**src/video_defines.svh**
```systemverilog
`ifndef VIDEO_DEFINES_SVH
`define VIDEO_DEFINES_SVH

// 640x480, negative syncs
`define VGA_H_ACTIVE_640   16'd640
`define VGA_H_FRONT_640    16'd16
`define VGA_H_SYNC_640     16'd96
`define VGA_H_BACK_640     16'd48
`define VGA_V_ACTIVE_640   16'd480
`define VGA_V_FRONT_640    16'd10
`define VGA_V_SYNC_640     16'd2
`define VGA_V_BACK_640     16'd33
`define VGA_HS_POL_640     1'b0
`define VGA_VS_POL_640     1'b0

// 800x600, positive syncs
`define VGA_H_ACTIVE_800   16'd800
`define VGA_H_FRONT_800    16'd40
`define VGA_H_SYNC_800     16'd128
`define VGA_H_BACK_800     16'd88
`define VGA_V_ACTIVE_800   16'd600
`define VGA_V_FRONT_800    16'd1
`define VGA_V_SYNC_800     16'd4
`define VGA_V_BACK_800     16'd23
`define VGA_HS_POL_800     1'b1
`define VGA_VS_POL_800     1'b1

// 1920x1080, positive syncs
`define VGA_H_ACTIVE_1920  16'd1920
`define VGA_H_FRONT_1920   16'd88
`define VGA_H_SYNC_1920    16'd44
`define VGA_H_BACK_1920    16'd148
`define VGA_V_ACTIVE_1920  16'd1080
`define VGA_V_FRONT_1920   16'd4
`define VGA_V_SYNC_1920    16'd5
`define VGA_V_BACK_1920    16'd36
`define VGA_HS_POL_1920    1'b1
`define VGA_VS_POL_1920    1'b1

`define ROM_ADDR_W         5
`define BG_COLOR           16'h0010

`endif

```
**src/pattern_rom.hex**
```
// One pattern byte per line, address 0 to 31 (row * 8 + group)
ff
81
c3
e7
00
18
3c
7e
80
40
20
10
08
04
02
01
aa
55
a5
5a
0f
f0
33
cc
11
03
07
0e
1c
38
70
e1

```
**src/video_pkg.sv**
```systemverilog
`default_nettype none

package video_pkg;

   typedef enum logic [1:0] {
      MODE_640X480   = 2'd0,
      MODE_800X600   = 2'd1,
      MODE_1920X1080 = 2'd2
   } video_mode_t;

   // Porch, sync and active lengths of one mode
   typedef struct packed {
      logic [15:0] h_active;
      logic [15:0] h_front;
      logic [15:0] h_sync;
      logic [15:0] h_back;
      logic [15:0] v_active;
      logic [15:0] v_front;
      logic [15:0] v_sync;
      logic [15:0] v_back;
      logic        hs_pol;
      logic        vs_pol;
   } timing_t;

   typedef struct packed {
      logic [4:0] r;
      logic [5:0] g;
      logic [4:0] b;
   } pixel_t;

   typedef struct packed {
      logic [11:0] x;
      logic [11:0] y;
      logic        de;
      logic        hs;
      logic        vs;
   } beam_t;

endpackage

`default_nettype wire

```
**src/bus_pkg.sv**
```systemverilog
`default_nettype none
`include "video_defines.svh"

package bus_pkg;

   // Requester side, held until ack
   typedef struct packed {
      logic [`ROM_ADDR_W-1:0] addr;
      logic                   req;
   } rd_req_t;

   typedef struct packed {
      logic [7:0] data;
      logic       ack;
   } rd_rsp_t;

endpackage

`default_nettype wire

```
**src/mode_select.sv**
```systemverilog
`default_nettype none

module mode_select import video_pkg::*; (
   input  logic        sys_clk,
   input  logic        reset_n,
   input  logic        key,
   output video_mode_t mode
);

   logic [1:0] key_sync;
   logic       key_prev;
   logic       key_fall;

   assign key_fall = key_prev & ~key_sync[1]; // Release of the key

   always_ff @(posedge sys_clk) begin
      if (!reset_n) begin
         key_sync <= 2'b00;
         key_prev <= 1'b0;
      end else begin
         key_sync <= {key_sync[0], key};
         key_prev <= key_sync[1];
      end
   end

   always_ff @(posedge sys_clk) begin
      if (!reset_n) begin
         mode <= MODE_800X600;
      end else begin
         case (mode)
            MODE_640X480:   if (key_fall) mode <= MODE_800X600;
            MODE_800X600:   if (key_fall) mode <= MODE_1920X1080;
            MODE_1920X1080: if (key_fall) mode <= MODE_640X480;
            default:        mode <= MODE_800X600; // Illegal code
         endcase
      end
   end

endmodule

`default_nettype wire

```
**src/video_timing.sv**
```systemverilog
`default_nettype none
`include "video_defines.svh"

module video_timing import video_pkg::*; (
   input  logic        sys_clk,
   input  logic        reset_n,
   input  video_mode_t mode,
   output beam_t       beam
);

   video_mode_t mode_q;
   timing_t     tm;
   logic [15:0] h_total;
   logic [15:0] v_total;
   logic [15:0] hs_start;
   logic [15:0] vs_start;
   logic [11:0] h_cnt;
   logic [11:0] v_cnt;
   logic        h_last;
   logic        v_last;

   always_comb begin
      case (mode_q)
         MODE_640X480: tm = '{`VGA_H_ACTIVE_640, `VGA_H_FRONT_640, `VGA_H_SYNC_640,
                              `VGA_H_BACK_640, `VGA_V_ACTIVE_640, `VGA_V_FRONT_640,
                              `VGA_V_SYNC_640, `VGA_V_BACK_640, `VGA_HS_POL_640,
                              `VGA_VS_POL_640};
         MODE_1920X1080: tm = '{`VGA_H_ACTIVE_1920, `VGA_H_FRONT_1920, `VGA_H_SYNC_1920,
                                `VGA_H_BACK_1920, `VGA_V_ACTIVE_1920, `VGA_V_FRONT_1920,
                                `VGA_V_SYNC_1920, `VGA_V_BACK_1920, `VGA_HS_POL_1920,
                                `VGA_VS_POL_1920};
         default: tm = '{`VGA_H_ACTIVE_800, `VGA_H_FRONT_800, `VGA_H_SYNC_800,
                         `VGA_H_BACK_800, `VGA_V_ACTIVE_800, `VGA_V_FRONT_800,
                         `VGA_V_SYNC_800, `VGA_V_BACK_800, `VGA_HS_POL_800,
                         `VGA_VS_POL_800};
      endcase
   end

   assign h_total  = tm.h_active + tm.h_front + tm.h_sync + tm.h_back;
   assign v_total  = tm.v_active + tm.v_front + tm.v_sync + tm.v_back;
   assign hs_start = tm.h_active + tm.h_front;
   assign vs_start = tm.v_active + tm.v_front;
   assign h_last   = {4'd0, h_cnt} == h_total - 16'd1;
   assign v_last   = {4'd0, v_cnt} == v_total - 16'd1;

   // Reset lands in the vertical front porch so a frame start can be prefetched
   always_ff @(posedge sys_clk) begin
      if (!reset_n) begin
         h_cnt  <= 12'd0;
         v_cnt  <= 12'(`VGA_V_ACTIVE_800);
         mode_q <= MODE_800X600;
      end else if (h_last) begin
         h_cnt <= 12'd0;
         if (v_last) begin
            v_cnt  <= 12'd0;
            mode_q <= mode; // Only at frame wrap
         end else begin
            v_cnt <= v_cnt + 12'd1;
         end
      end else begin
         h_cnt <= h_cnt + 12'd1;
      end
   end

   assign beam.x  = h_cnt;
   assign beam.y  = v_cnt;
   assign beam.de = ({4'd0, h_cnt} < tm.h_active) && ({4'd0, v_cnt} < tm.v_active);
   assign beam.hs = ({4'd0, h_cnt} >= hs_start && {4'd0, h_cnt} < hs_start + tm.h_sync)
                    ? tm.hs_pol : ~tm.hs_pol;
   assign beam.vs = ({4'd0, v_cnt} >= vs_start && {4'd0, v_cnt} < vs_start + tm.v_sync)
                    ? tm.vs_pol : ~tm.vs_pol;

   a_x_in_line: assert property (@(posedge sys_clk) disable iff (!reset_n)
      {4'd0, beam.x} < h_total)
      else $error("x reached line total");

endmodule

`default_nettype wire

```
**src/pixel_fetch.sv**
```systemverilog
`default_nettype none
`include "video_defines.svh"

module pixel_fetch import video_pkg::*, bus_pkg::*; (
   input  logic    sys_clk,
   input  logic    reset_n,
   input  beam_t   beam,
   output rd_req_t bus_req,
   input  rd_rsp_t bus_rsp,
   output pixel_t  pixel,
   output beam_t   beam_out
);

   logic                   group_start;
   logic                   line_end;
   logic                   frame_mark;
   logic                   launch;
   logic                   capture;
   logic [`ROM_ADDR_W-1:0] start_addr;
   logic [`ROM_ADDR_W-1:0] addr_q;
   logic                   req_q;
   logic [7:0]             next_byte;
   logic                   nb_valid;
   logic [7:0]             shift_q;
   logic                   pix_bit;

   assign group_start = beam.de && beam.x[2:0] == 3'd0;
   assign line_end    = !beam.de && beam_out.de;              // Active part of line done
   assign frame_mark  = !beam.de && beam.vs != beam_out.vs;   // Any vsync edge
   assign launch      = (group_start || line_end || frame_mark) && !req_q && !bus_rsp.ack;
   assign capture     = req_q && bus_rsp.ack;

   // Row is y mod 4, group is x div 8 mod 8
   always_comb begin
      if (group_start) begin
         start_addr = {beam.y[1:0], beam.x[5:3] + 3'd1};
      end else if (line_end) begin
         start_addr = {beam.y[1:0] + 2'd1, 3'd0}; // Group 0 of the next line
      end else begin
         start_addr = '0;
      end
   end

   always_ff @(posedge sys_clk) begin
      if (!reset_n) begin
         req_q    <= 1'b0;
         nb_valid <= 1'b0;
      end else begin
         if (group_start) nb_valid <= 1'b0;
         if (capture) begin
            req_q    <= 1'b0;
            nb_valid <= 1'b1;
         end else if (launch) begin
            req_q <= 1'b1;
         end
      end
   end

   always_ff @(posedge sys_clk) begin
      if (launch) addr_q <= start_addr;
      if (capture) next_byte <= bus_rsp.data;
      if (group_start) begin
         shift_q <= {next_byte[6:0], 1'b0};
      end else begin
         shift_q <= {shift_q[6:0], 1'b0};
      end
   end

   assign bus_req.addr = addr_q;
   assign bus_req.req  = req_q;
   assign pix_bit      = group_start ? next_byte[7] : shift_q[7];

   always_ff @(posedge sys_clk) begin
      if (!reset_n) begin
         pixel    <= '0;
         beam_out <= '0;
      end else begin
         beam_out <= beam;
         if (!beam.de) begin
            pixel <= '0;
         end else if (pix_bit) begin
            pixel <= '1;
         end else begin
            pixel <= pixel_t'(`BG_COLOR);
         end
      end
   end

   a_byte_ready: assert property (@(posedge sys_clk) disable iff (!reset_n)
      group_start |-> nb_valid)
      else $error("pattern byte not fetched in time");

endmodule

`default_nettype wire

```
**src/bus_ctrl.sv**
```systemverilog
`default_nettype none
`include "video_defines.svh"

module bus_ctrl import bus_pkg::*; (
   input  logic                   sys_clk,
   input  logic                   reset_n,
   input  rd_req_t                bus_req,
   output rd_rsp_t                bus_rsp,
   output logic [`ROM_ADDR_W-1:0] rom_addr,
   input  logic [7:0]             rom_data
);

   typedef enum logic [1:0] {IDLE, READ, ACK, RELEASE} state_t;

   state_t state;
   logic   ack_q;

   always_ff @(posedge sys_clk) begin
      if (!reset_n) begin
         state <= IDLE;
         ack_q <= 1'b0;
      end else begin
         case (state)
            IDLE: if (bus_req.req) state <= READ;
            READ: begin
               ack_q <= 1'b1; // ROM output valid next cycle
               state <= ACK;
            end
            ACK: if (!bus_req.req) begin
               ack_q <= 1'b0;
               state <= RELEASE;
            end
            default: state <= IDLE;
         endcase
      end
   end

   always_ff @(posedge sys_clk) begin
      if (state == IDLE && bus_req.req) rom_addr <= bus_req.addr;
   end

   assign bus_rsp.data = rom_data; // Held while rom_addr is held
   assign bus_rsp.ack  = ack_q;

   a_idle_no_ack: assert property (@(posedge sys_clk) disable iff (!reset_n)
      state == IDLE && !bus_req.req |-> !bus_rsp.ack)
      else $error("ack high in IDLE");

   a_addr_stable: assert property (@(posedge sys_clk) disable iff (!reset_n)
      bus_req.req && !bus_rsp.ack |=> $stable(bus_req.addr))
      else $error("address moved during request");

endmodule

`default_nettype wire

```
**src/pattern_rom.sv**
```systemverilog
`default_nettype none
`include "video_defines.svh"

module pattern_rom (
   input  logic                   sys_clk,
   input  logic [`ROM_ADDR_W-1:0] addr,
   output logic [7:0]             data
);

   logic [7:0] mem [0:(1 << `ROM_ADDR_W)-1];

   initial begin
      $readmemh("/design/src/pattern_rom.hex", mem);
   end

   always_ff @(posedge sys_clk) begin
      data <= mem[addr];
   end

endmodule

`default_nettype wire

```
**src/video_system.sv**
```systemverilog
`default_nettype none
`include "video_defines.svh"

module video_system import video_pkg::*, bus_pkg::*; (
   input  logic        sys_clk,
   input  logic        reset_n,
   input  logic        key,
   output logic        vga_hs,
   output logic        vga_vs,
   output logic        vga_de,
   output pixel_t      vga_rgb,
   output video_mode_t mode
);

   beam_t                  beam;
   beam_t                  beam_d;
   rd_req_t                bus_req;
   rd_rsp_t                bus_rsp;
   logic [`ROM_ADDR_W-1:0] rom_addr;
   logic [7:0]             rom_data;

   mode_select u_mode_select (
      .sys_clk (sys_clk),
      .reset_n (reset_n),
      .key     (key),
      .mode    (mode)
   );

   video_timing u_video_timing (
      .sys_clk (sys_clk),
      .reset_n (reset_n),
      .mode    (mode),
      .beam    (beam)
   );

   pixel_fetch u_pixel_fetch (
      .sys_clk  (sys_clk),
      .reset_n  (reset_n),
      .beam     (beam),
      .bus_req  (bus_req),
      .bus_rsp  (bus_rsp),
      .pixel    (vga_rgb),
      .beam_out (beam_d)
   );

   bus_ctrl u_bus_ctrl (
      .sys_clk  (sys_clk),
      .reset_n  (reset_n),
      .bus_req  (bus_req),
      .bus_rsp  (bus_rsp),
      .rom_addr (rom_addr),
      .rom_data (rom_data)
   );

   pattern_rom u_pattern_rom (
      .sys_clk (sys_clk),
      .addr    (rom_addr),
      .data    (rom_data)
   );

   // Aligned with vga_rgb
   assign vga_hs = beam_d.hs;
   assign vga_vs = beam_d.vs;
   assign vga_de = beam_d.de;

endmodule

`default_nettype wire

```
**config.mk**
```make
export PLATFORM = sky130hd
export DESIGN_NAME = video_system
export DESIGN_NICKNAME = d
export VERILOG_FILES = /design/src/video_pkg.sv /design/src/bus_pkg.sv /design/src/mode_select.sv /design/src/video_timing.sv /design/src/pixel_fetch.sv /design/src/bus_ctrl.sv /design/src/pattern_rom.sv /design/src/video_system.sv
export VERILOG_INCLUDE_DIRS = /design/src
export SDC_FILE = /design/constraint.sdc
export NUM_CORES = 1
export LEC_CHECK = 0
export BUFFER_PORTS_ARGS = -buffer_cell sky130_fd_sc_hd__clkbuf_2
export CAP_MARGIN = 10
export CORE_MARGIN = 3
export CORE_UTILIZATION = 45
export CTS_CLUSTER_DIAMETER = 30
export CTS_CLUSTER_SIZE = 10
export DETAILED_ROUTE_END_ITERATION = 7
export PLACE_DENSITY = 0.69
export SETUP_SLACK_MARGIN = 0.4
export SLEW_MARGIN = 10
export SYNTH_ARGS = -nofsm -noshare
export SYNTH_HDL_FRONTEND = slang
export SYNTH_SLANG_ARGS = --single-unit
```
**constraint.sdc**
```tcl
create_clock -name sys_clk -period 4.5 [get_ports sys_clk]
set_clock_uncertainty 0.05 [all_clocks]
set_input_delay 0.225 -clock sys_clk [delete_from_list [all_inputs] [get_ports sys_clk]]
set_output_delay 0.225 -clock sys_clk [all_outputs]
set_load 0.02 [all_outputs]
```
== Yosys cells after proc, flatten, opt, wreduce, memory -nomap -nowiden ==
Cells that the tools add are included.
Cells by class
  add/subtract/negate cells: 10
  order comparisons: 6
  eq/ne operators: 13
  multiplexer cells: 16
  bitwise gates (word level): 5
  reduce and logical (&&, ||, !) cells: 26
Operators by type and width (count)
  125-bit case mux with 2 select lines: 1
  16-bit adder: 5
  12-bit by 16-bit < comparator with 1-bit output: 3
  12-bit by 16-bit == test with 1-bit output: 2
  12-bit by 16-bit >= comparator with 1-bit output: 2
  16-bit by 1-bit subtractor with 16-bit output, second input constant: 2
  12-bit by 1-bit adder with 12-bit output, second input constant: 2
  11-bit by 16-bit adder with 16-bit output: 1
  16-bit 2-to-1 mux: 1
  12-bit by 11-bit < comparator with 1-bit output: 1
  12-bit 2-to-1 mux: 1
  2-bit case mux with 3 select lines: 2
  2-bit 2-to-1 mux: 5
  1-bit logical AND: 9
  8-bit 2-to-1 mux: 1
  2-bit AND reduction: 4
  2-bit == test, second input constant: 3
  2-bit zero test: 3
  2-bit by 1-bit != test with 1-bit output, second input constant: 3
  2-bit by 1-bit == test with 1-bit output, second input constant: 2
  1-bit 2-to-1 mux: 4
  2-bit != test, second input constant: 2
  1-bit inverter: 4
  2-bit OR reduction: 2
  other kinds (8): 11
Word-level totals
  register bits: 78
  input bits: 3
  output and inout port bits: 21
  logic and storage cells: 94

== Depth between registers and ports, before layout ==
  depth in word-level cells: 12
  mapped depth: 13
  depth with buffers taken out: 12

== By module ==
A second synthesis with hierarchy kept.
Second synthesis, totals
  cells, all modules: 504
  area total of the unflattened synthesis: 4852.2 µm²
Modules (own cells, without submodules)
  video_timing: instances 1, cells each 294, area an instance 2422.3 µm²
  pixel_fetch: instances 1, cells each 140, area an instance 1671.6 µm²
  bus_ctrl: instances 1, cells each 38, area an instance 455.4 µm²
  mode_select: instances 1, cells each 23, area an instance 239.0 µm²
  pattern_rom: instances 1, cells each 9, area an instance 63.8 µm²

== Least setup slack after synthesis ==
No wires, ideal clock.
  path kind: reg-to-reg
  start point: register u_video_timing.mode_q[0]
  end point: register u_video_timing.v_cnt[6]
  arrival time: 2.504 ns
  setup slack: 1.797 ns
  stages on the path, launching flop included: 13
  path buffers: 2
  cell sequence: dfxtp_1 -> buf_2 -> inv_1 -> nand2_1 -> inv_1 -> ha_1 -> nor2_1 -> o21ai_2 -> nor4_4 -> nand2_1 -> clkbuf_1 -> o21ai_0 -> o311ai_0
Between the ends
  word-level cells in the longest chain between the ends: 8
  elaborated cells on any way between the ends: 14
Ends and longest elaborated chain
  start: declaration: RTL line video_timing.sv:11  | video_mode_t mode_q;
  start signal: assignment: RTL line video_timing.sv:56  | mode_q <= mode;
  2-bit == test / 2-bit zero test (equally long branches): RTL line video_timing.sv:23  | case (mode_q)
  125-bit case mux with 2 select lines *: RTL line video_timing.sv:23
  16-bit adder (3 in a row): RTL line video_timing.sv:40  | assign v_total = tm.v_active + tm.v_front + tm.v_sync + tm.v_back;
  16-bit by 1-bit subtractor with 16-bit output: RTL line video_timing.sv:44  | assign v_last = {4'd0, v_cnt} == v_total - 16'd1;
  12-bit by 16-bit == test with 1-bit output: RTL line video_timing.sv:44
  12-bit 2-to-1 mux: RTL line video_timing.sv:54  | if (v_last) begin
  end signal: assignment: RTL line video_timing.sv:50  | v_cnt <= 12'(`VGA_V_ACTIVE_800);
  end signal: assignment: RTL line video_timing.sv:58  | v_cnt <= v_cnt + 12'd1;
  end: declaration: RTL line video_timing.sv:18  | logic [11:0] v_cnt;
Every way passes the cells marked *; elsewhere a longest branch is shown, timed or not.
A chain may end at the register's enable or synchronous reset.

== Worst setup path after layout ==
  start point: register u_video_timing.mode_q[0]
  end point: register u_video_timing.h_cnt[3]
Between the ends
  word-level cells in the longest chain between the ends: 8
  elaborated cells on any way between the ends: 9
Ends and longest elaborated chain
  2-bit == test / 2-bit zero test (equally long branches): RTL line video_timing.sv:23
  125-bit case mux with 2 select lines *: RTL line video_timing.sv:23
  11-bit by 16-bit adder with 16-bit output: RTL line video_timing.sv:39  | assign h_total = tm.h_active + tm.h_front + tm.h_sync + tm.h_back;
  16-bit adder: RTL line video_timing.sv:39
  16-bit adder *: RTL line video_timing.sv:39
  16-bit by 1-bit subtractor with 16-bit output *: RTL line video_timing.sv:43  | assign h_last = {4'd0, h_cnt} == h_total - 16'd1;
  12-bit by 16-bit == test with 1-bit output *: RTL line video_timing.sv:43
  2-bit OR reduction (no source line) *
  end signal: assignment: RTL line video_timing.sv:61  | h_cnt <= h_cnt + 12'd1;
  end: declaration: RTL line video_timing.sv:17  | logic [11:0] h_cnt;
Marked as above.

==> impl_results.md <==
* Final GP Congestion at approximately 0.85
* Synth unique cells at between 50 and 60
* Pleak at between 1 and 1.5 nW
* Status: finished clean
* Port Buffer Count at 8
* CORE AREA at about 6000 um^2
* Final hold slack at between 90 and 100 ps
* Max cap viols at 0
* Die height at between 80 and 90 um
* Antenna violations before repair at 0
* CTS tree: done
* Vias at 2345
* CTS buffer count at 5
* Drt pass-1 iters at 4
* Max-slew headroom at around three fifths
* Seq/Total Area, Yosys at 24.6%
* Final period util at about three quarters
* Die Width at approximately 86 um
* Clock Latency Late Sink at approximately 280 ps
* Nets at 388
* RSZ-0062 raised after global routing: no
* Vias/cell at between 5 and 6
* Critical path fanouts, max at 18
* CP startpoint kind: register
* EDFF count, synth at 0
* Reg2reg end: u_video_timing.h_cnt[3]$_SDFF_PP0_
* Crit path DAT at about 3500 ps
* Starting density of the core at between 40% and 50%
* Avg WL per Cell at around 14 um
* R2r startpoint: u_video_timing.mode_q[0]$_SDFFE_PN1P_
* Area delta synth->final at 5.02%
* R2R cell count at 10
* First-pass GRT wire length at 10100 um
* P per Cell Area at approximately 210 nW/um^2
* R2R setup slack at ~1200 ps
* Setup bufs post-CTS at 0
* Clk slew on worst S/H paths at 70 ps
* Final Hold Vio Count at 0
* ANT nets after route at 0
* Grt ovf at 0
* Total Wirelength at 5870 um
* Final cell count without fillers at approximately 410
* DR iter-0 viols at about 120
* Layout cells sized above 1 at between 7 and 8%
* Min-Delay Path Class: input pin to register
* Peak supply drop at ~160 uV
* Largest net degree at the start of global routing at 27
* Crit path to: u_video_timing.h_cnt[3]$_SDFF_PP0_
* Worst Setup SP: u_video_timing.mode_q[0]$_SDFFE_PN1P_
* Ports at 24
* TNS Setup at 0 ps
* Crit end category: register
* CTS root buffer: clkbuf_8
* Max Slew Vio Count at 0
* Flops & latches, synth at 35
* Synthesis Warnings at 0
* Die area at about 7300 um^2
* Fin util at around half
* Total Routing Usage GR at 16.9%
* Placed insts at 405
* CP Class: register to register
* Setup Viol. Count Final at 0
* Tmin final at 3350 ps
* CP required at around 4600 ps
* Diodes inserted at 0
* Post-CTS sizing at 0
* Top FF cell, synth: dfxtp_1
* Syn avg cell area at around 8.6 um^2
* Clock sinks at 35
* Mapped Cells at roughly 330
* Number of global-route vias before repair at ~2200
* Max Buffers Root-to-Sink at 2
* Synth async-reset ratio at 0%
* DP HPWL at ~4400 um
* DR DRC count at 0
* CTS HTree Levels at 2
* CTS hold repair buffers at 0
* Worst-margin pin slew at ~600 ps
* F_max at 299 MHz
* Cell Area, Synth at ~2800 um^2
* Row cnt at 28
==> placed cells by master, fill, tap and decap left out, types with 6 or more instances in the layout <==
| master | synthesis | layout |
|---|---|---|
| a21o_1 | 7 | 7 |
| a21oi_1 | 15 | 15 |
| and2_1 | 10 | 10 |
| and3_1 | 10 | 10 |
| clkbuf_2 | 0 | 8 |
| clkbuf_8 | 0 | 7 |
| conb_1 | 2 | 17 |
| dfxtp_1 | 35 | 35 |
| ha_1 | 48 | 48 |
| inv_1 | 14 | 14 |
| nand2_1 | 17 | 17 |
| nand3_1 | 15 | 15 |
| nand4_1 | 6 | 6 |
| nor2_1 | 26 | 26 |
| nor2b_1 | 7 | 7 |
| o211ai_1 | 6 | 6 |
| o21ai_0 | 14 | 14 |
| xor2_1 | 11 | 11 |
==> critical path: stages, from the launching register on <==
cell and delay, ps:
dfxtp_1 710, inv_1 290, nand2_1 180, inv_1 90, ha_1 290, nor2_1 190
o21ai_2 110, nor4_4 470, nand2_1 360, nand2_1 400, nor2_1 90
==> sequential cells by signal, summed over array words and instances, names as in the netlist <==
signal,cells
u_video_timing.h_cnt,12
u_video_timing.v_cnt,12
u_pixel_fetch.beam_out,3
u_mode_select.key_sync,2
u_mode_select.mode,2
u_video_timing.mode_q,2
u_mode_select.key_prev,1
u_pixel_fetch.pixel,1
==> per-layer routing <==
| metal | up-vias | global-route usage (%) | part of all wire [%] | wire, um |
|---|---|---|---|---|
| met4 | 0 | 5.32 | 1.4 | 82 |
| met3 | 9 | 2.98 | 3.3 | 195 |
| met1 | 1116 | 23.5 | 50 | 2950 |
| li1 | 1180 | - | - | - |
| met2 | 40 | 26.8 | 45 | 2650 |
| met5 | - | 0 | 0 | 0 |
==> synth_stat cells (all sizes together), types with 3 or more instances <==
library cell / n / area [um^2]
o31ai: 4 / 30.0
mux2i: 4 / 40.0
and3: 10 / 62.6
xnor2: 4 / 35.0
nor3: 4 / 20.0
a21oi: 15 / 75.1
o311ai: 3 / 26.3
inv: 14 / 52.6
nand3b: 5 / 41.3
xor2: 11 / 96.3
nand3: 18 / 113
nand2: 17 / 63.8
clkbuf: 5 / 18.8
o21ai: 16 / 87.6
or3: 3 / 18.8
a211oi: 4 / 42.5
and2: 10 / 62.6
o211ai: 6 / 45.0
buf: 19 / 133
ha: 48 / 601
a21boi: 3 / 22.5
a21o: 7 / 52.6
nand4: 6 / 37.5
nor2: 26 / 97.6
nor2b: 7 / 43.8
dfxtp: 35 / 701
==> report_power, final <==
part | switching [W] | internal [W] | total (W)
Combinational | 0.0000326 | 0.0000139 | 0.0000465
Sequential | 0.00000567 | 0.000315 | 0.000321
Clock | 0.000115 | 0.000139 | 0.000254
==> cell type report <==
cell class | count | area (um^2)
Clock buffer | 7 | 96.3
Clock inverter | 1 | 7.51
Fill cell | 580 | 3040
Inverter | 14 | 52.6
Multi-Input combinational cell | 273 | 2000
Sequential cell | 35 | 701
Tap cell | 75 | 93.8
Timing Repair Buffer | 8 | 40.0
==> worst min path at each step <==
stage,start,endpoint,cells after the start
3_3_place_gp,u_mode_select.key_sync[0]$_SDFF_PN0_,u_mode_select.key_sync[1]$_SDFF_PN0_,1
3_5_place_dp,u_mode_select.key_sync[0]$_SDFF_PN0_,u_mode_select.key_sync[1]$_SDFF_PN0_,1
5_1_grt,key,u_mode_select.key_sync[0]$_SDFF_PN0_,2
4_1_cts,key,u_mode_select.key_sync[0]$_SDFF_PN0_,2
6_report,key,u_mode_select.key_sync[0]$_SDFF_PN0_,2
2_1_floorplan,key,u_mode_select.key_sync[0]$_SDFF_PN0_,1
==> through the flow <==
| step | worst slack (ps) | area (um^2) | power (W) |
|---|---|---|---|
| after CTS | 1140 | 2990 | 0.000631 |
| after global placement | 1260 | 2880 | 0.000374 |
| after floorplan | 1800 | 2900 | 0.000376 |
| final | 1150 | 2990 | 0.000622 |
| after detailed placement | 1160 | 2880 | 0.000375 |
| after global routing | 801 | 2990 | 0.000651 |
==> logic make-up (layout without fill, tap and decap cells) <==
group,Yosys count,count (layout),share of synthesized area [%]
AOI/OAI and AO/OA,72,72,17.4
xor gates and xnor gates,15,15,4.62
adders and majority gates,48,48,21.1
buffers and inverters,38,30,7.17
DFF,35,35,24.6
muxes,5,5,1.80
other,2,17,0.264
and+or+nand+nor,116,116,23.0
Power figures use the tool's default switching activity.
